**src/hw/audio_pkg.sv**
```systemverilog
`default_nettype none

// Constants shared by the sample path.
// The sample width itself is a module parameter, and the value below is only
// the default that the top level hands down.
package audio_pkg;

	// Default width of a signed audio sample.
	parameter int sample_width = 24;

	// Depth of each channel's delay line.
	// Tap 0 holds the newest sample and tap num_taps-1 the oldest.
	parameter int num_taps = 16;

	// Extra accumulator bits above the sample width.
	// They give the shift-add sum headroom before the limiter clamps it,
	// including the downward step of floor truncation on negative taps.
	parameter int guard_bits = 4;

endpackage

`default_nettype wire
```
**src/hw/filt_pkg.sv**
```systemverilog
`default_nettype none

// Filter selection and click suppression.
package filt_pkg;

	import audio_pkg::*;

	// One value per filter mode. The encoding matches the 3-bit selection
	// field, so software sees the same numbers.
	//
	// Modes 0 to 3 are plain running averages. Every tap in use carries the
	// same power-of-two weight.
	//   avg2   two taps at 1/2
	//   avg4   four taps at 1/4
	//   avg8   eight taps at 1/8
	//   avg16  sixteen taps at 1/16
	//
	// Modes 4 to 7 are weighted shapes. The weights halve from tap to tap
	// towards the newest sample and flatten out at the older end.
	//   shape_a  taps 0 to 7
	//   shape_b  taps 0 to 8
	//   shape_c  taps 0 to 14
	//   shape_d  all sixteen taps, with a second term on tap 13
	typedef enum logic [2:0] {
		avg2    = 3'd0,
		avg4    = 3'd1,
		avg8    = 3'd2,
		avg16   = 3'd3,
		shape_a = 3'd4,
		shape_b = 3'd5,
		shape_c = 3'd6,
		shape_d = 3'd7
	} filt_mode_e;

	// Number of sample strobes muted after a selection write.
	// One full delay line, so no output mixes samples from the old filter
	// into the new one.
	parameter int mute_samples = num_taps;

endpackage

`default_nettype wire

```
**src/hw/lpf_bank.sv**
```systemverilog
`default_nettype none

// One channel of the low-pass filter.
// A num_taps deep delay line advances on each sample strobe, and in the same
// edge the accumulator takes the shift-add sum over the shifted taps. Every
// coefficient is a power of two, so each term is an arithmetic right shift.
module lpf_bank
	import audio_pkg::*;
	import filt_pkg::*;
#(
	parameter int BIT_WIDTH = sample_width
) (
	input  logic                                   clk,
	input  logic                                   reset_n,
	input  logic                                   sample_en,
	input  logic signed [BIT_WIDTH-1:0]            sample_in,
	input  filt_mode_e                             mode,
	output logic signed [BIT_WIDTH+guard_bits-1:0] acc,
	output logic                                   acc_valid
);

	localparam int ACC_W = BIT_WIDTH + guard_bits;

	logic signed [BIT_WIDTH-1:0] taps      [num_taps];
	logic signed [BIT_WIDTH-1:0] taps_next [num_taps];
	logic signed [ACC_W-1:0]     acc_next;

	// Sign-extends a tap to accumulator width and shifts it right.
	// The shift rounds towards minus infinity, which is the truncation the
	// coefficients are specified with.
	function automatic logic signed [ACC_W-1:0] tap_shr(
		input logic signed [BIT_WIDTH-1:0] x,
		input int unsigned                 sh
	);
		logic signed [ACC_W-1:0] ext;
		ext = ACC_W'(x);
		return ext >>> sh;
	endfunction

	// Delay line contents after this strobe.
	always_comb begin
		taps_next[0] = sample_in;
		for (int i = 1; i < num_taps; i++) begin
			taps_next[i] = taps[i-1];
		end
	end

	// Each term is truncated on its own before the add.
	always_comb begin
		acc_next = '0;
		case (mode)
			avg2: begin
				for (int i = 0; i < 2; i++) begin
					acc_next += tap_shr(taps_next[i], 1);
				end
			end
			avg4: begin
				for (int i = 0; i < 4; i++) begin
					acc_next += tap_shr(taps_next[i], 2);
				end
			end
			avg8: begin
				for (int i = 0; i < 8; i++) begin
					acc_next += tap_shr(taps_next[i], 3);
				end
			end
			avg16: begin
				for (int i = 0; i < 16; i++) begin
					acc_next += tap_shr(taps_next[i], 4);
				end
			end
			shape_a: begin
				acc_next = tap_shr(taps_next[0], 6) +
					tap_shr(taps_next[1], 6) +
					tap_shr(taps_next[2], 5) +
					tap_shr(taps_next[3], 4) +
					tap_shr(taps_next[4], 3) +
					tap_shr(taps_next[5], 2) +
					tap_shr(taps_next[6], 2) +
					tap_shr(taps_next[7], 2);
			end
			shape_b: begin
				acc_next = tap_shr(taps_next[0], 8) +
					tap_shr(taps_next[1], 8) +
					tap_shr(taps_next[2], 7) +
					tap_shr(taps_next[3], 6) +
					tap_shr(taps_next[4], 5) +
					tap_shr(taps_next[5], 4) +
					tap_shr(taps_next[6], 3) +
					tap_shr(taps_next[7], 2) +
					tap_shr(taps_next[8], 2);
			end
			shape_c: begin
				// Peaks at tap 10 and holds 1/8 over the four oldest taps used.
				acc_next = tap_shr(taps_next[0], 11) +
					tap_shr(taps_next[1], 11) +
					tap_shr(taps_next[2], 10) +
					tap_shr(taps_next[3], 9) +
					tap_shr(taps_next[4], 8) +
					tap_shr(taps_next[5], 7) +
					tap_shr(taps_next[6], 6) +
					tap_shr(taps_next[7], 5) +
					tap_shr(taps_next[8], 4) +
					tap_shr(taps_next[9], 3) +
					tap_shr(taps_next[10], 2) +
					tap_shr(taps_next[11], 3) +
					tap_shr(taps_next[12], 3) +
					tap_shr(taps_next[13], 3) +
					tap_shr(taps_next[14], 3);
			end
			shape_d: begin
				// Tap 13 carries a quarter on top of its eighth, as two terms.
				acc_next = tap_shr(taps_next[0], 15) +
					tap_shr(taps_next[1], 15) +
					tap_shr(taps_next[2], 14) +
					tap_shr(taps_next[3], 13) +
					tap_shr(taps_next[4], 12) +
					tap_shr(taps_next[5], 11) +
					tap_shr(taps_next[6], 10) +
					tap_shr(taps_next[7], 9) +
					tap_shr(taps_next[8], 8) +
					tap_shr(taps_next[9], 7) +
					tap_shr(taps_next[10], 6) +
					tap_shr(taps_next[11], 5) +
					tap_shr(taps_next[12], 4) +
					tap_shr(taps_next[13], 3) +
					tap_shr(taps_next[14], 2) +
					tap_shr(taps_next[15], 2) +
					tap_shr(taps_next[13], 2);
			end
			default: begin
				acc_next = '0;
			end
		endcase
	end

	// Taps and accumulator move together, so acc always matches the taps.
	always_ff @(posedge clk) begin
		if (!reset_n) begin
			taps      <= '{default: '0};
			acc       <= '0;
			acc_valid <= 1'b0;
		end else begin
			acc_valid <= sample_en;
			if (sample_en) begin
				taps <= taps_next;
				acc  <= acc_next;
			end
		end
	end

	a_valid_after_strobe: assert property (@(posedge clk) disable iff (!reset_n)
		acc_valid |-> $past(sample_en));

endmodule

`default_nettype wire

```
**config.mk**
```make
export PLATFORM = sky130hd
export DESIGN_NAME = lpf_bank
export DESIGN_NICKNAME = d
export VERILOG_FILES = /design/src/hw/audio_pkg.sv /design/src/hw/filt_pkg.sv /design/src/hw/lpf_bank.sv
export SDC_FILE = /design/constraint.sdc
export NUM_CORES = 2
export LEC_CHECK = 0
export ABC_AREA = 1
export BUFFER_PORTS_ARGS = -buffer_cell sky130_fd_sc_hd__buf_2
export CORE_MARGIN = 5
export CORE_UTILIZATION = 40
export CTS_CLUSTER_DIAMETER = 50
export DETAILED_ROUTE_END_ITERATION = 7
export SYNTH_ARGS = -nofsm -noshare
export SYNTH_HDL_FRONTEND = slang
export SYNTH_SLANG_ARGS = --single-unit
```
**constraint.sdc**
```tcl
create_clock -name clk -period 14.8 [get_ports clk]
set_clock_uncertainty 0.05 [all_clocks]
set_input_delay 0.74 -clock clk [delete_from_list [all_inputs] [get_ports clk]]
set_output_delay 0.74 -clock clk [all_outputs]
set_load 0.03 [all_outputs]
```
==> results.md <==
* Starting Density at 40.14%
* Critical path data required time at 15.38 ns
* CP max stage cell: dfxtp_1
* Fmax at 0.1101 GHz
* Fin crit share at 61.34%
* Worst Path Class, Setup: reg -> reg
* # clock sinks at 360
* Status: finished clean
* Worst hold slack at 0.2709 ns
* Finished Layout Cells at 8742
* Placed insts at 8610
* Final slew viol count at 0
* H-tree Lvls at 3
* Critical path's largest stage delay at 0.60 ns
* CP delay by family, top: adder cells
* Area growth syn-to-layout at 8.572%
* Setup crit start kind: register
* Total global-route track usage at 29.08%
* Asr flop ratio synth at 0%
* Yosys cell types at 47
* Via density at 5.184
* Main synth FF type: dfxtp_1
* Register area share after synthesis at 12.73%
* Share of layout cells above drive strength 1 at 3.489%
* Finished Core Util at 43.58%
* Via Count at 45319
* Core Footprint at 0.1411 mm^2
* Net count after synthesis at 8314
* Worst skew pair latency at 0.70 ns
* Commonest non-fill, non-tap cell in the layout: inv_1
* Largest net degree at the start of global routing at 166
* Count of endpoints failing setup in the final report at 0
* GPL Wtd Cong at 0.9738
* Worst slew margin at 25.59%
* Drt total wl at 212400 um
* Synthesis warning total at 0
* Post-CTS Setup Bufs at 0
* Mean instance size in the synthesized netlist at 8.366 um^2
* Die Ht at 386.2 um
* Drc violations at 0
* Critical Path Fanout Max at 6
* Setup tns final at 0 ns
* Input/output buffers at 57
* Crit. End Element: register
* DRT Pass-1 Iters at 6
* Period minus WS final at 9.079 ns
* Die area at 0.1492 mm^2
* First-pass GRT wire length at 314600 um
* Post-detail-place hpwl at 182200 um
* CTS buffer count at 73
* RSZ-0062 raised after global routing: no
* Slew @ Worst Pin at 1.116 ns
* Hold Crit Class: in -> reg
* CTS Root Cell: clkbuf_16
* Sequential cell area at 0.007207 mm^2
* Mapped Cells at 6768
* # IOs at 59
* Post-cts repair resize count at 0
* Die span in x at 386.2 um
* Vias in the first global route at 46577
* CTS max path bufs at 3
* Yosys reg bits at 360
* Fill count at 14337
* Starting DRC count in detailed routing at 3794
* Row count at 138
* MaxCap Viol Count at 0
* Nets at 8341
* Initial antenna violation count at 3
* Multi-input logic area at 0.04252 mm^2
* Critical Path AT at 9.66 ns
* ANT nets after route at 0
* Most frequent cells in the layout: inv_1, fa_1, nand2_1
* Hold-fix buffers, CTS at 0
* Hold Fails Final Rpt at 0
* EDFF count, synth at 0
* Area of the mapped netlist at 0.05662 mm^2
* Global route overflow at 0
* Crit path buf inv count at 8
* Reg2Reg Setup Slack at 5.72 ns
* Routed len/inst at 24.30 um
* TritonCTS clock tree: yes
* Clock-pin transition on the worst setup and hold timing paths at 0.06 ns
## routing by layer
metal	GRT usage, %	part of all wire, %
met5	0	0
met4	15.28	6.6
met3	4.308	6.1
met2	45.53	45
met1	39.26	42
## worst reg2reg max path: cells and delay by family (launching register included)
| family | cells | cell delay (ns) |
|---|---|---|
| xor gates and xnor gates | 1 | 0.17 |
| and+or+nand+nor | 11 | 1.50 |
| DFF | 1 | 0.60 |
| adders and majority gates | 9 | 4.19 |
| buffers and inverters | 8 | 0.88 |
| AOI/OAI and AO/OA | 6 | 1.63 |
## worst paths after layout
path,from,end,depth (start not counted)
max reg2reg,taps[328],acc[15],35
min,sample_in[1],taps[361],3
min reg2reg,acc[17],acc[17],2
max,taps[328],acc[15],35
## logic make-up after synthesis
group | after synthesis | synth area share (%)
buffers and inverters | 1828 | 12.18
flip-flops | 360 | 12.73
XOR/XNOR | 60 | 0.9281
AO/OA/AOI/OAI | 1119 | 10.21
adder cells (fa/ha/maj) | 1516 | 50.13
AND/OR/NAND/NOR | 1885 | 13.82
## registers in the layout, summed over array words and instances (netlist names)
name       flops
acc           28
acc_valid      1
taps         331
## cell usage after synthesis (all sizes together) (2+ instances only)
master / number / share of area, %
inv: 1695 / 11
fa: 1254 / 44
nand2: 905 / 6.0
nor2: 541 / 3.6
o21ai: 531 / 4.7
a21oi: 524 / 4.6
dfxtp: 360 / 13
nand3: 271 / 2.4
ha: 262 / 5.8
clkbuf: 98 / 0.65
nand4: 47 / 0.52
nor3: 46 / 0.44
buf: 34 / 0.29
xor2: 32 / 0.49
or2: 31 / 0.34
xnor2: 28 / 0.43
nand3b: 22 / 0.29
o21bai: 17 / 0.23
nor4: 11 / 0.12
a21o: 10 / 0.13
and2: 9 / 0.099
o211ai: 8 / 0.11
o21a: 7 / 0.093
a21boi: 5 / 0.066
a22o: 4 / 0.062
a211oi: 2 / 0.027
a221oi: 2 / 0.031
a31oi: 2 / 0.022
o2111ai: 2 / 0.031
## area by class of cell
class                           count  share of cell area [%]
Clock buffer                       90                   3.126
Antenna cell                        2                0.008141
Inverter                         1696                   10.36
Timing Repair Buffer               84                  0.8263
Multi-Input combinational cell   4580                   69.17
Sequential cell                   360                   11.72
Clock inverter                     40                  0.9322
Tap cell                         1890                   3.847
## through the flow
step / area [um^2] / setup WS, ns
2_1_floorplan: 56620 / 6.934
3_3_place_gp: 58970 / 5.174
3_5_place_dp: 58970 / 5.159
4_1_cts: 61470 / 5.817
5_1_grt: 61470 / 5.301
6_report: 61470 / 5.721
Power is left out: the tool's default activity adds up to more than one toggle a clock period on the data nets, which glitch-free logic cannot reach.
