--- src/hw/audio_pkg.sv ---
`default_nettype none

// Constants shared by the sample path.
// The sample width itself is a module parameter, and the value below is only
// the default that the top level hands down.
package audio_pkg;

	// Default width of a signed audio sample.
	parameter int sample_width = 24;

	// Depth of each channel's delay line.
	// Tap 0 holds the newest sample and tap num_taps-1 the oldest.
	parameter int num_taps = 16;

	// Extra accumulator bits above the sample width.
	// They give the shift-add sum headroom before the limiter clamps it,
	// including the downward step of floor truncation on negative taps.
	parameter int guard_bits = 4;

endpackage

`default_nettype wire
--- src/hw/stereo_acc_if.sv ---
`default_nettype none

// Carries both channel accumulators from the filter banks to the limiter.
// The two banks run in lockstep, so one valid strobe covers both channels.
interface stereo_acc_if
	import audio_pkg::*;
#(
	parameter int BIT_WIDTH = sample_width
);

	logic signed [BIT_WIDTH+guard_bits-1:0] left_acc;
	logic signed [BIT_WIDTH+guard_bits-1:0] right_acc;
	logic                                   acc_valid;
	logic                                   mute;

	// Filter banks and the control block together.
	modport source (output left_acc, output right_acc, output acc_valid, output mute);

	// The limiter always accepts, so there is no return path.
	modport sink (input left_acc, input right_acc, input acc_valid, input mute);

endinterface

`default_nettype wire

--- src/hw/output_limiter.sv ---
`default_nettype none

// Final stage of both channels.
// Clamps each accumulator to the sample range and flags the clamp. While
// mute is high it forces silence with the flags clear.
module output_limiter
	import audio_pkg::*;
#(
	parameter int BIT_WIDTH = sample_width
) (
	input  logic                        clk,
	input  logic                        reset_n,
	stereo_acc_if.sink                  acc_bus,
	output logic signed [BIT_WIDTH-1:0] left_out,
	output logic signed [BIT_WIDTH-1:0] right_out,
	output logic                        left_clip,
	output logic                        right_clip,
	output logic                        out_valid
);

	localparam int ACC_W = BIT_WIDTH + guard_bits;

	// Full-scale limits, sign-extended to accumulator width.
	localparam logic signed [ACC_W-1:0] SAT_MAX =
		{{(guard_bits + 1){1'b0}}, {(BIT_WIDTH - 1){1'b1}}};
	localparam logic signed [ACC_W-1:0] SAT_MIN =
		{{(guard_bits + 1){1'b1}}, {(BIT_WIDTH - 1){1'b0}}};

	logic [BIT_WIDTH:0] left_sat;
	logic [BIT_WIDTH:0] right_sat;

	// Result is {clip, sample}.
	function automatic logic [BIT_WIDTH:0] saturate(input logic signed [ACC_W-1:0] a);
		if (a > SAT_MAX) begin
			return {1'b1, SAT_MAX[BIT_WIDTH-1:0]};
		end else if (a < SAT_MIN) begin
			return {1'b1, SAT_MIN[BIT_WIDTH-1:0]};
		end
		return {1'b0, a[BIT_WIDTH-1:0]};
	endfunction

	assign left_sat  = saturate(acc_bus.left_acc);
	assign right_sat = saturate(acc_bus.right_acc);

	// Outputs hold between strobes.
	always_ff @(posedge clk) begin
		if (!reset_n) begin
			left_out   <= '0;
			right_out  <= '0;
			left_clip  <= 1'b0;
			right_clip <= 1'b0;
			out_valid  <= 1'b0;
		end else begin
			out_valid <= acc_bus.acc_valid;
			if (acc_bus.acc_valid) begin
				if (acc_bus.mute) begin
					left_out   <= '0;
					right_out  <= '0;
					left_clip  <= 1'b0;
					right_clip <= 1'b0;
				end else begin
					left_out   <= left_sat[BIT_WIDTH-1:0];
					right_out  <= right_sat[BIT_WIDTH-1:0];
					left_clip  <= left_sat[BIT_WIDTH];
					right_clip <= right_sat[BIT_WIDTH];
				end
			end
		end
	end

	// A muted sample never carries a clip flag out.
	a_no_clip_when_muted: assert property (@(posedge clk) disable iff (!reset_n)
		acc_bus.acc_valid && acc_bus.mute |=> !left_clip && !right_clip);

endmodule

`default_nettype wire

--- src/flat_wrapper.sv ---
// flat-port wrapper written by rule: the top's interface ports become plain ports
module output_limiter_flat import audio_pkg::*;
#(
	parameter int BIT_WIDTH = sample_width
)
  (clk, reset_n, left_out, right_out, left_clip, right_clip, out_valid, acc_bus_left_acc, acc_bus_right_acc, acc_bus_acc_valid, acc_bus_mute);
  stereo_acc_if #(.BIT_WIDTH(BIT_WIDTH)) acc_bus_i ();
  input  logic clk;
  input  logic reset_n;
  output logic signed [BIT_WIDTH-1:0] left_out;
  output logic signed [BIT_WIDTH-1:0] right_out;
  output logic left_clip;
  output logic right_clip;
  output logic out_valid;
  input wire logic [$bits(acc_bus_i.left_acc)-1:0] acc_bus_left_acc;
  input wire logic [$bits(acc_bus_i.right_acc)-1:0] acc_bus_right_acc;
  input wire logic [$bits(acc_bus_i.acc_valid)-1:0] acc_bus_acc_valid;
  input wire logic [$bits(acc_bus_i.mute)-1:0] acc_bus_mute;
  assign acc_bus_i.left_acc = acc_bus_left_acc;
  assign acc_bus_i.right_acc = acc_bus_right_acc;
  assign acc_bus_i.acc_valid = acc_bus_acc_valid;
  assign acc_bus_i.mute = acc_bus_mute;
  output_limiter #(.BIT_WIDTH(BIT_WIDTH)) u_core (.clk(clk), .reset_n(reset_n), .acc_bus(acc_bus_i), .left_out(left_out), .right_out(right_out), .left_clip(left_clip), .right_clip(right_clip), .out_valid(out_valid));
endmodule
--- config.mk ---
export PLATFORM = sky130hd
export DESIGN_NAME = output_limiter_flat
export DESIGN_NICKNAME = d
export VERILOG_FILES = /design/src/hw/audio_pkg.sv /design/src/hw/stereo_acc_if.sv /design/src/hw/output_limiter.sv /design/src/flat_wrapper.sv
export SDC_FILE = /design/constraint.sdc
export NUM_CORES = 1
export LEC_CHECK = 0
export ABC_CLOCK_PERIOD_IN_PS = 4200
export BUFFER_PORTS_ARGS = -buffer_cell sky130_fd_sc_hd__buf_2
export CAP_MARGIN = 5
export CORE_MARGIN = 2
export CORE_UTILIZATION = 50
export DETAILED_ROUTE_END_ITERATION = 12
export PLACE_DENSITY = 0.85
export SLEW_MARGIN = 20
export SYNTH_ARGS = -nofsm -noshare
export SYNTH_HDL_FRONTEND = slang
export SYNTH_SLANG_ARGS = --single-unit
--- constraint.sdc ---
create_clock -name clk -period 4.2 [get_ports clk]
set_input_delay 1.05 -clock clk [delete_from_list [all_inputs] [get_ports clk]]
set_output_delay 1.05 -clock clk [all_outputs]
set_load 0.01 [all_outputs]
==> results.txt <==
----------------------------------------------------
[Timing]
  Sum Neg Setup Slack ... 0 ps
  Final number of setup-violating endpoints ... 0
  Setup Skew ... 0 ps
  Unrepaired setup endpoints after global routing ... false
  Slew @ Worst Pin ... 818 ps
  Max Clk Rate ... 438 MHz
  Hold violation total from the final report ... 0
  Headroom to the max-slew limit ... 45.4%
  Post-route minimum period ... 2280 ps
  Pins over their slew limit ... 0
  Period utilization ... 54.4%

[Clock network]
  Number of levels the H-tree was split into ... 2
  Clock tree from TritonCTS ... done
  Num CTS Buffers ... 5
  Clock latency reported for the late side of the worst-skew pair ... 290 ps
  Reg clk slew, reported paths ... 90 ps
  CTS sink cnt ... 51
  Post-CTS resize count ... 0
  Buffer type at the clock tree root ... sky130_fd_sc_hd__clkbuf_8
  Maximum buffer depth of the clock tree ... 2
  Post-CTS Setup Inserts ... 0
  # hold bufs at CTS ... 0

[Global route]
  Initial antenna violation count ... 0
  Global-route met2 utilization ... 33.4%
  Global routing usage on met3 ... 3.43%
  Vias in the first global route ... 1,941
  Global routing met1 resource utilization ... 26.2%
  Largest net degree at the start of global routing ... 48
  Total global routing overflow ... 0
  Wire length of the first global-routing pass ... 8660 microns
  Aggregate global-route resource usage ... 19.9%
  Layer carrying the most global-route usage ... met2

[Routing]
  Drt wl/cell ... 13.9 microns
  Starting DRT DRC Count ... 73
  Vias per Instance ... 5.51
  DRC violations left ... 0
  Pre-antenna DRT Iters ... 4
  Vias ... 2,158
  Routed Antenna Nets ... 0
  Total detailed-routing wirelength ... 5440 microns

[Place]
  Last weighted congestion value of the routability-driven placer ... 0.780
  Count of buffers inserted at the top-level ports ... 110
  Instance area at placement ... 2900 sq um
  DP HPWL ... 3750 microns

[Yosys]
  Sequential cell area fraction in the yosys report ... 42.3%
  Synth cell count leaders ... sky130_fd_sc_hd__dfxtp_1 (51), sky130_fd_sc_hd__a21oi_1 (48), sky130_fd_sc_hd__nand2_1 (48)
  Library cell occupying the most area in the post-synthesis netlist ... sky130_fd_sc_hd__dfxtp_1
  Leading cell types by total area after synthesis ... sky130_fd_sc_hd__dfxtp_1 (42%), sky130_fd_sc_hd__a221oi_2 (25%), sky130_fd_sc_hd__a21oi_1 (10%), sky130_fd_sc_hd__nand2_1 (7.5%), sky130_fd_sc_hd__buf_6 (3.7%)
  Number of warnings issued by yosys ... 0
  Async set-reset flop share out of synthesis ... 0%
  Synthesized instance count ... 239
  Dominant cell by count in the synthesized netlist ... sky130_fd_sc_hd__dfxtp_1
  Primary FF master, synth ... sky130_fd_sc_hd__dfxtp_1
  Nets in the synthesized netlist ... 299
  Share of the synthesized area in the top cell type ... 42.3%
  Syn avg cell area ... 10.1 sq um
  Post-synthesis register bit count ... 51
  Synth Cell Area ... 2410 sq um
  EDFF count, synth ... 0
  Cell variety after synth ... 19

[Floorplanning]
  Placement Rows ... 25
  Top-level port count ... 111
  Die height ... 73.4 microns
  Die Outline Area ... 5390 sq um
  Effective utilization at floorplan ... 51.4%
  Floorplan Core Area ... 4690 sq um
  Floorplan die width ... 73.4 microns

[Power]
  Pwr dens ... 349 nW/um^2
  Internal power component ... 0.801 mW
  Clock share of power ... 37.2%
  Switching share of power ... 24.3%
  Largest voltage drop on the vdd net ... 0.000342 V
  Combinational fraction of design power ... 14.4%
  Sw Pwr ... 0.257 mW
  Overall Power ... 1.06 mW
  Static Leak ... 1.24 nW
  Sequential power share ... 48.4%

[Setup path]
  Endpoint type of the worst setup path ... flip-flop
  Required time at the endpoint of the critical path ... 4340 ps
  Worst Path Max Fanout ... 47
  Launching element type of the critical path ... input pin
  Source of the worst register-to-register timing path ... u_core.left_out[2]$_SDFFE_PN0P_
  Data arrival time of the critical path ... 2430 ps
  Worst Path Class, Setup ... in2reg
  Worst setup path start ... acc_bus_acc_valid

[Final layout]
  Area growth from synthesis to layout ... 25.9%
  Ratio of cells with drive above 1 in the final layout ... 49.7%
  Layout filler cell count ... 384
  Final Net Count ... 397
  Combined area of the multi-input logic cells ... 1210 sq um
  Number of inserted diodes ... 0
  Finished layout cell area ... 3040 sq um
  Area used by sequential logic in the layout ... 1020 sq um

[Run status]
  Run status ... completed

[Worst hold path]
  Hold path startpoint ... u_core.left_out[23]$_SDFFE_PN0P_
  Hold Path Class ... reg2reg

[Run]
  Max-cap check violation count ... 0

----------------------------------------------------
## cells in the final DEF, fill, tap and decap left out, types with 2 or more instances in the layout
| cell | instances |
|---|---|
| sky130_fd_sc_hd__a211o_1 | 2 |
| sky130_fd_sc_hd__a21oi_1 | 48 |
| sky130_fd_sc_hd__a221oi_1 | 6 |
| sky130_fd_sc_hd__a221oi_2 | 40 |
| sky130_fd_sc_hd__buf_2 | 110 |
| sky130_fd_sc_hd__buf_4 | 5 |
| sky130_fd_sc_hd__bufinv_16 | 2 |
| sky130_fd_sc_hd__clkbuf_8 | 5 |
| sky130_fd_sc_hd__dfxtp_1 | 51 |
| sky130_fd_sc_hd__inv_1 | 2 |
| sky130_fd_sc_hd__inv_2 | 2 |
| sky130_fd_sc_hd__mux2i_1 | 2 |
| sky130_fd_sc_hd__nand2_1 | 48 |
| sky130_fd_sc_hd__nand2_4 | 2 |
| sky130_fd_sc_hd__nand3_1 | 2 |
| sky130_fd_sc_hd__nand4_1 | 2 |
| sky130_fd_sc_hd__o21ai_0 | 2 |
| sky130_fd_sc_hd__or3_1 | 3 |
| sky130_fd_sc_hd__or4_4 | 2 |
## power groups by stage
stage / sequential, mW / combinational [mW] / clock [mW]
after floorplan: 0.531 / 0.0947 / 0
after global placement: 0.523 / 0.149 / 0
after detailed placement: 0.523 / 0.153 / 0
after CTS: 0.512 / 0.153 / 0.401
after global routing: 0.515 / 0.167 / 0.418
final: 0.512 / 0.152 / 0.394
## cells by family (layout without fill, tap and decap cells)
family	count (synthesis)	in the layout	synth area share, %
AO/OA/AOI/OAI	98	98	38.2
AND/OR/NAND/NOR	60	60	11.2
flip-flops	51	51	42.3
buffers and inverters	28	127	7.42
multiplexers	2	2	0.830
## critical path, cell delays in order
cell	delay (ps)
sky130_fd_sc_hd__buf_2	100
sky130_fd_sc_hd__inv_2	200
sky130_fd_sc_hd__buf_4	430
sky130_fd_sc_hd__a211o_1	150
sky130_fd_sc_hd__buf_4	320
sky130_fd_sc_hd__a221oi_1	150
## sequential cells by signal (all words and copies together) (netlist names)
signal             count
u_core.left_out       24
u_core.right_out      24
u_core.left_clip       1
u_core.out_valid       1
u_core.right_clip      1
## worst paths after layout
check / end / slack [ps] / depth (start not counted)
worst max-delay path: u_core.left_out[0]$_SDFFE_PN0P_ / 1920 / 6
worst min register to register: u_core.left_out[23]$_SDFFE_PN0P_ / 470 / 2
worst max register to register: u_core.left_out[2]$_SDFFE_PN0P_ / 3350 / 2
worst min-delay path: u_core.left_out[23]$_SDFFE_PN0P_ / 470 / 2
## area by class of cell
class / instances / area share (%)
sequential: 51 / 33.6
clock inverter: 2 / 1.98
multi-input combinational: 160 / 39.9
timing repair buffer: 115 / 19.4
inverter: 4 / 0.495
clock buffer: 6 / 2.39
tap: 54 / 2.23
## routing by layer
| layer | vias up | wire length (microns) | part of all wire (%) |
|---|---|---|---|
| met3 | 4 | 300 | 5.5 |
| li1 | 1107 | - | - |
| met1 | 977 | 2470 | 45 |
| met4 | 0 | 52 | 0.96 |
| met5 | - | 0 | 0 |
| met2 | 70 | 2620 | 48 |
## per-stage QoR
step	worst slack [ps]	std cells	hold slack, ps	util, %
floorplan	2120	239	486	-
global placement	1640	384	447	61.9
detailed placement	1590	384	461	61.9
CTS	1920	392	473	64.7
global route	1780	392	494	64.7
finish	1920	392	468	64.7
Power figures use the tool's default switching activity.
