--- src/hw/audio_pkg.sv ---
`default_nettype none

// Constants shared by the sample path.
// The sample width itself is a module parameter, and the value below is only
// the default that the top level hands down.
package audio_pkg;

	// Default width of a signed audio sample.
	parameter int sample_width = 24;

	// Depth of each channel's delay line.
	// Tap 0 holds the newest sample and tap num_taps-1 the oldest.
	parameter int num_taps = 16;

	// Extra accumulator bits above the sample width.
	// They give the shift-add sum headroom before the limiter clamps it,
	// including the downward step of floor truncation on negative taps.
	parameter int guard_bits = 4;

endpackage

`default_nettype wire
--- src/hw/filt_pkg.sv ---
`default_nettype none

// Filter selection and click suppression.
package filt_pkg;

	import audio_pkg::*;

	// One value per filter mode. The encoding matches the 3-bit selection
	// field, so software sees the same numbers.
	//
	// Modes 0 to 3 are plain running averages. Every tap in use carries the
	// same power-of-two weight.
	//   avg2   two taps at 1/2
	//   avg4   four taps at 1/4
	//   avg8   eight taps at 1/8
	//   avg16  sixteen taps at 1/16
	//
	// Modes 4 to 7 are weighted shapes. The weights halve from tap to tap
	// towards the newest sample and flatten out at the older end.
	//   shape_a  taps 0 to 7
	//   shape_b  taps 0 to 8
	//   shape_c  taps 0 to 14
	//   shape_d  all sixteen taps, with a second term on tap 13
	typedef enum logic [2:0] {
		avg2    = 3'd0,
		avg4    = 3'd1,
		avg8    = 3'd2,
		avg16   = 3'd3,
		shape_a = 3'd4,
		shape_b = 3'd5,
		shape_c = 3'd6,
		shape_d = 3'd7
	} filt_mode_e;

	// Number of sample strobes muted after a selection write.
	// One full delay line, so no output mixes samples from the old filter
	// into the new one.
	parameter int mute_samples = num_taps;

endpackage

`default_nettype wire

--- src/hw/filter_ctrl.sv ---
`default_nettype none

// Holds the active filter mode and mutes the output after each selection
// write, until the delay line has been refilled under the new mode.
module filter_ctrl
	import filt_pkg::*;
(
	input  logic       clk,
	input  logic       reset_n,
	input  logic       filt_wr,
	input  filt_mode_e filt_sel,
	input  logic       sample_en,
	output filt_mode_e mode,
	output logic       mute
);

	localparam int CNT_W = $clog2(mute_samples + 1);

	logic [CNT_W-1:0] mute_cnt;
	logic             strobe_d;

	// The count steps on the strobe delayed by one cycle. That is the cycle in
	// which the matching accumulator reaches the limiter, so exactly
	// mute_samples outputs are muted after a write.
	// A write always reloads, even when it repeats the mode or lands
	// while the count is still running.
	always_ff @(posedge clk) begin
		if (!reset_n) begin
			mode     <= avg2;
			mute_cnt <= '0;
			strobe_d <= 1'b0;
		end else begin
			strobe_d <= sample_en;
			if (filt_wr) begin
				mode     <= filt_sel;
				mute_cnt <= CNT_W'(mute_samples);
			end else if (strobe_d && mute_cnt != '0) begin
				mute_cnt <= mute_cnt - CNT_W'(1);
			end
		end
	end

	assign mute = (mute_cnt != '0);

	a_cnt_bounded: assert property (@(posedge clk) disable iff (!reset_n)
		mute_cnt <= CNT_W'(mute_samples));

endmodule

`default_nettype wire

--- config.mk ---
export PLATFORM = sky130hd
export DESIGN_NAME = filter_ctrl
export DESIGN_NICKNAME = d
export VERILOG_FILES = /design/src/hw/audio_pkg.sv /design/src/hw/filt_pkg.sv /design/src/hw/filter_ctrl.sv
export SDC_FILE = /design/constraint.sdc
export NUM_CORES = 1
export LEC_CHECK = 0
export BUFFER_PORTS_ARGS = -buffer_cell sky130_fd_sc_hd__buf_2
export CORE_AREA = 2 2 39 41
export DETAILED_ROUTE_END_ITERATION = 6
export DIE_AREA = 0 0 41 43
export PLACE_DENSITY = 0.6
export SYNTH_ARGS = -nofsm -noshare
export SYNTH_HDL_FRONTEND = slang
export SYNTH_SLANG_ARGS = --single-unit
--- constraint.sdc ---
create_clock -name clk -period 1.7 [get_ports clk]
set_input_delay 0.085 -clock clk [delete_from_list [all_inputs] [get_ports clk]]
set_output_delay 0.085 -clock clk [all_outputs]
set_load 0.01 [all_outputs]
==> results of run 1 <==
[where the power goes]
| part | switching [mW] | internal (mW) | total, mW | leakage, nW |
|---|---|---|---|---|
| Clock | 0.0779 | 0.0905 | 0.168 | 0.0150 |
| Sequential | 0.00685 | 0.221 | 0.227 | 0.0739 |
| Combinational | 0.0270 | 0.0269 | 0.0539 | 0.116 |
[routing by layer]
metal | vias up | track usage (%) | share of wire (%)
li1 | 161 | - | -
met1 | 141 | 13.6 | 49
met2 | 13 | 11.9 | 38
met3 | 4 | 6.28 | 8.1
met4 | 0 | 10.0 | 3.7
met5 | - | 0 | 0
[worst max path at each step]
stage,to,slack (ns),cells after the start
floorplan,mute_cnt[3],0.39,3
global placement,mute_cnt[3],0.33,3
detailed placement,mute_cnt[0],0.30,6
CTS,mute,0.16,5
global route,mute,0.009,5
finish,mute,0.17,5
[sequential cells by signal, indices dropped and copies added (netlist names)]
signal / count
mode: 3
strobe_d: 1
mute_cnt: 5
[through the flow]
step	power [mW]	util [%]	worst slack [ns]	area (um2)	std cells
after floorplan	0.266	-	0.387	379	39
after global placement	0.285	32.2	0.327	445	64
after detailed placement	0.286	32.2	0.299	445	64
after CTS	0.454	34.1	0.157	472	68
after global routing	0.471	34.1	0.00880	472	68
final	0.450	34.1	0.167	472	68
[cells in the mapped netlist, drive strengths merged]
cell type	n	area (um2)
a21o	1	7.51
a21oi	4	20.0
and2	1	6.26
and3	1	6.26
clkbuf	1	3.75
dfxtp	9	180
ha	1	12.5
inv	3	11.3
mux2i	3	30.0
nand2	2	7.51
nand2b	1	6.26
nand3	1	5.00
nor2b	3	18.8
nor3	1	5.00
nor4b	1	15.0
o21a	1	7.51
o21ai	1	5.00
o31a	1	8.76
or3	2	12.5
or4b	1	10.0
[area by class of cell]
class,instances,area [um2],area share (%)
clock buffers,4,26.3,5.57
inverters,3,11.3,2.39
multi-input cells,26,184,39.0
flip-flops and latches,9,180,38.2
well taps,16,20.0,4.24
repair buffers,10,50.0,10.6
[worst max-delay path, cell delays in order, from the launching register on]
cell and delay [ns]:
sky130_fd_sc_hd__dfxtp_1 0.31, sky130_fd_sc_hd__inv_1 0.09, sky130_fd_sc_hd__ha_1 0.18, sky130_fd_sc_hd__nor4b_2 0.35, sky130_fd_sc_hd__inv_2 0.11, sky130_fd_sc_hd__buf_2 0.16
[kinds of logic after synthesis]
| group | after synthesis | share of synthesized area (%) |
|---|---|---|
| simple gates | 14 | 24.4 |
| fa+ha+maj | 1 | 3.30 |
| compound gates | 8 | 12.9 |
| buf+inv | 4 | 3.96 |
| flops | 9 | 47.5 |
| mux | 3 | 7.92 |
==> results summary, run 1 <==
The worst min-delay path category is input pin to flop. Once the clock tree was built, the setup fixing pass inserted 0 buffers. The share of cells above drive strength 1 came out at 28.8%. Timing would allow up to 652 MHz. The power per standard cell area is 953 nW/um2.

The library cells used most frequently in the layout, excluding fill and tap cells, are 10 x sky130_fd_sc_hd__buf_2, 9 x sky130_fd_sc_hd__dfxtp_1, 4 x sky130_fd_sc_hd__a21oi_1. The clock-pin slew of the registers on the worst-case setup and hold paths is 0.07 ns. The total of max-cap violations is 0. After the last flow step, the layout net total stands at 61. The sort of element at the end of the critical path is an output pin. Of the available clock period, the critical path in the final layout requires 90.2%. The data required time of the critical path came out at 1.62 ns. Entering global routing, the biggest net connects 7 pins.

Final hold analysis gives a worst-case slack of 0.0269 ns. The post-route setup TNS came out at 0 ns. The slew at the pin closest to its max-slew limit is 0.380 ns. The number of antenna violations at the first check in global routing came to 0. After synthesis, the netlist uses 21 different library cells. The slack of the worst reg-to-reg path is 0.28 ns. In this run the number of H-tree levels came out at 1.

The clock network latency to the later pin of the worst-skew pair came out at 0.26 ns. The max-slew violation count came out at 0. In this run the static leakage power is 0.205 nW. The number of detailed-routing iterations run before antenna repair is 4. Along the worst path, the maximum fanout reaches 5. The worst setup path is of the flop to output pin kind.

The count of fill cells added during filler insertion is 144. The number of cells produced by synthesis is 39. The total of cells resized after clock tree synthesis is 0.

The root buffer cell is sky130_fd_sc_hd__clkbuf_4. The total congestion overflow after global routing came out at 0. Setup repair after global routing left no endpoint under its margin. The number of remaining DRC errors is 0. The most common cell after layout, fill and taps aside is sky130_fd_sc_hd__buf_2. The net count after synthesis came out at 47. Counting instances, the worst hold path has a depth of 2. The buffer levels on the longest clock path is 2. The overall global routing resource usage came out at 10.8%. The worst hold path terminates at strobe_d. During I/O placement, the number of pins put on the boundary was 11. The first-pass GRT wire length came out at 1.17 mm.

The relative area change from synthesis to final layout is 24.4%. The most critical setup path has its startpoint at mute_cnt[0]. Clock tree synthesis found a total of 9 sinks. The antenna cell count is 0.

The post-synthesis register bit count is 9. The port buffer count is 10. Dividing the detail-routed wire length by the instance count gives 10.2 um. The standard-cell row count is 14. The horizontal extent of the die is 41 um. The number of hold-slack violations in the final timing report is 0. The endpoint identified for the worst register-to-register timing path is mute_cnt[3]. The congestion estimate from routability-driven global placement came to 0.679. The average via count per standard cell came out at 4.69. For the worst setup path, the data arrival time is 1.45 ns. The synthesized area per cell is 9.72 um2. The via count of the first global-routing pass came out at 277. STA classifies the critical path startpoint as a flop. The total CTS buffers is 3.

TritonCTS built the clock tree. The final route contains 319 vias. The area of the core is 1380 um2. The beginning of the worst hold path is sample_en.

The flow ran to the end, and the final reports show no timing, DRC or antenna violations. The logic depth of the worst register-to-register path came out at 3. The remaining max-slew budget at the tightest pin came out at 74.6%. The maximum clock skew at final layout is 0.00968 ns.

The starting DRC count in detailed routing is 5. The total wirelength of the detailed-routed design is 695 um. The vertical die dimension came out at 43 um. The die footprint came out at 1760 um2. The residual antenna-violating net count after detailed routing is 0.

Setup violations remaining at the end of the flow were counted as 0. The synthesized area is 379 um2. The sequential fraction of the synthesis area is 47.5%. The hold buffer count at CTS came out at 0. For this configuration, the core starts out at a cell density of 27.4%.

The source of the worst register-to-register timing path is strobe_d. For this run, the number of Yosys warnings is 0. The routed design could run at a clock period as short as 1.53 ns. The maximum VDD drop is 0.355 mV.
(Power assumes the default switching activity.)
==> run 2, diff against run 1 <==
Settings changed: CORE_AREA 2 2 39 41 to default, CORE_MARGIN from default to 2, CORE_UTILIZATION from default to 25, DIE_AREA 0 0 41 43 to default, PLACE_DENSITY 0.6 to 0.55.
==> results summary, run 2 (same netlist as run 1, synthesis figures left out) <==
The number of remaining DRC errors came out at 0 (unchanged). The cell at the slowest stage of the critical path is sky130_fd_sc_hd__nor4b_2 (unchanged). The total congestion overflow after global routing came out at 0 (unchanged). The classification of the worst setup path was flop to output pin (unchanged). The share of cells above drive strength 1 is 28.8% (unchanged).

The routability-driven placement congestion ratio is 0.635 (was 0.679). The die footprint is 1840 um2 (was 1760 um2). The average via count per standard cell came to 4.56 (was 4.69). The clock network latency to the later pin of the worst-skew pair is 0.26 ns (about the same). The port buffer count is 10 (unchanged). The residual antenna-violating net count after detailed routing came out at 0 (unchanged).

The smallest hold slack is 0.0329 ns (was 0.0269 ns). The largest stage delay on the critical path is 0.33 ns (was 0.35 ns). The worst-case setup slack after placement came to 0.313 ns (was 0.299 ns). The final routed wire length divided by cell count was 10.3 um (was 10.2 um). The starting density of the core came out at 25.8% (was 27.4%). The number of hold-slack violations in the final timing report is 0 (unchanged).

The fraction of met3 tracks used by global routing came out at 3.83% (was 6.28%). The total CTS buffers came out at 3 (unchanged). The root buffer cell is sky130_fd_sc_hd__clkbuf_4 (unchanged). Unrepaired setup endpoints after global routing: no (unchanged). The most heavily used metal layer in global routing is met1 (unchanged). The hold buffer count at CTS came to 0 (unchanged).

The final worst-path cycle share is 88.2% (was 90.2%). The global routing usage on met2 came out at 12.4% (was 11.9%). The antenna cell count came out at 0 (unchanged). The footprint of the multi-input gates came out at 184 um2 (unchanged). The number of detailed-routing iterations run before antenna repair came out at 2 (was 4). The worst path arrival time is 1.42 ns (was 1.45 ns). The number of antenna violations at the first check in global routing came to 0 (unchanged). The maximum clock skew at final layout is 0.000365 ns (was 0.00968 ns).

The minimum clock period after layout is 1.50 ns (was 1.53 ns). The sort of element at the end of the critical path is an output pin (unchanged). The most common cell after layout, fill and taps aside is sky130_fd_sc_hd__buf_2 (unchanged). The post-route setup TNS is 0 ns (unchanged).

Result of the run: complete, no violations (unchanged). The buffers inserted during post-CTS setup optimization was 0 (unchanged). The max-slew violation count came out at 0 (unchanged).

The overall global routing resource usage came out at 10.1% (was 10.8%). The largest net degree at the start of global routing was 7 (unchanged). The sequential cell area in the final layout came out at 180 um2 (unchanged).

The largest fanout on the critical path came out at 5 (unchanged). The buffer levels on the longest clock path is 2 (unchanged). The first-pass GRT wire length came out at 1.28 mm (was 1.17 mm). The setup-violating endpoint count in the final report came out at 0 (unchanged). Top library cells by usage in the layout, fill and taps aside: 10 x sky130_fd_sc_hd__buf_2, 9 x sky130_fd_sc_hd__dfxtp_1, 4 x sky130_fd_sc_hd__a21oi_1 (unchanged).

The total of cells resized after clock tree synthesis is 0 (unchanged). The horizontal extent of the die came out at 42.9 um (was 41 um). The most flop-heavy register is mute_cnt (unchanged).

The H-tree depth came out at 1 (unchanged). The clock tree from TritonCTS is built (unchanged). The standard-cell row count came out at 14 (unchanged).

The worst min-delay path category is input pin to flop (unchanged). The leakage power is 0.205 nW (unchanged). The final cell area excluding filler cells came out at 472 um2 (unchanged). The number of clock sinks came out at 9 (unchanged). The starting DRC count in detailed routing is 1 (was 5). The remaining max-slew budget at the tightest pin came out at 76.0% (was 74.6%). Cell Chain, Critical Path: inv_1 -> ha_1 -> nor4b_2 -> inv_2 -> buf_2 (unchanged).

The via count of the first global-routing pass is 306 (was 277). The maximum VDD drop was 0.295 mV (was 0.355 mV). The count of fill cells added during filler insertion is 170 (was 144). The flip-flop count of the largest register, all copies and words added is 5 (unchanged). The global-route track usage on met1 is 12.5% (was 13.6%). The clock-pin slew of the registers on the worst-case setup and hold paths came out at 0.06 ns (was 0.07 ns).

The startpoint kind of the worst setup timing path is a flop (unchanged). The worst-case setup margin in the final layout was 0.200 ns (was 0.167 ns). The total placed instance area came to 445 um2 (unchanged). Registers with the most flip-flops: mute_cnt x5, mode x3, strobe_d x1 (unchanged). The number of nets in the final layout is 61 (unchanged). The data required time of the critical path came out at 1.62 ns (about the same). The I/O pin total is 11 (unchanged).

The power per standard cell area came out at 947 nW/um2 (was 953 nW/um2). The vertical die dimension came out at 42.9 um (was 43 um). The total of max-cap violations came out at 0 (unchanged). The area of the core is 1470 um2 (was 1380 um2). The peak clock frequency supported by timing is 667 MHz (was 652 MHz). The via count of the routed design came out at 310 (was 319).

The slew at the pin closest to its max-slew limit is 0.359 ns (was 0.380 ns). The total wirelength of the detailed-routed design came out at 698 um (was 695 um). The relative area change from synthesis to final layout is 24.4% (unchanged).
==> run 2: cell counts in the layout (fill, tap and decap cells not counted) <==
No cell type changed its count.
==> run 2: worst paths after layout <==
| kind | start | to | slack [ns] | cells past startpoint |
|---|---|---|---|---|
| min | sample_en | strobe_d | 0.03 | 2 |
| max | mute_cnt[0] | mute | 0.20 | 5 |
| max reg2reg | mute_cnt[0] | mute_cnt[1] | 0.30 | 6 |
| min reg2reg | mode[1] | mode[1] | 0.52 | 2 |
==> run 2: metrics by stage <==
stage / total power, mW / instances / utilization, %
detailed placement: 0.286 / 64 / 30.3
floorplan: 0.266 / 39 / -
CTS: 0.455 / 68 / 32.1
global placement: 0.285 / 64 / 30.3
finish: 0.447 / 68 / 32.1
global route: 0.482 / 68 / 32.1
==> run 2: area by class of cell <==
class / count / share of cell area, %
Tap cell: 16 / 4.24
Timing Repair Buffer: 10 / 10.6
Clock buffer: 4 / 5.57
Multi-Input combinational cell: 26 / 39.0
Inverter: 3 / 2.39
Sequential cell: 9 / 38.2
==> run 2: critical path, delay by kind of cell (launching register included) <==
family	cells	cell delay [ns]
buf+inv	3	0.34
flops	1	0.31
fa+ha+maj	1	0.18
simple gates	1	0.33
==> run 2: metal layers <==
metal | vias up | share of wire [%]
li1 | 161 | -
met1 | 132 | 48
met2 | 13 | 41
met3 | 4 | 7.7
met4 | 0 | 3.3
met5 | - | 0
==> run 2: power breakdown <==
| part | total, mW | switching [mW] | internal (mW) |
|---|---|---|---|
| sequential | 0.227 | 0.00687 | 0.221 |
| combinational | 0.0535 | 0.0267 | 0.0268 |
| clock | 0.166 | 0.0753 | 0.0905 |
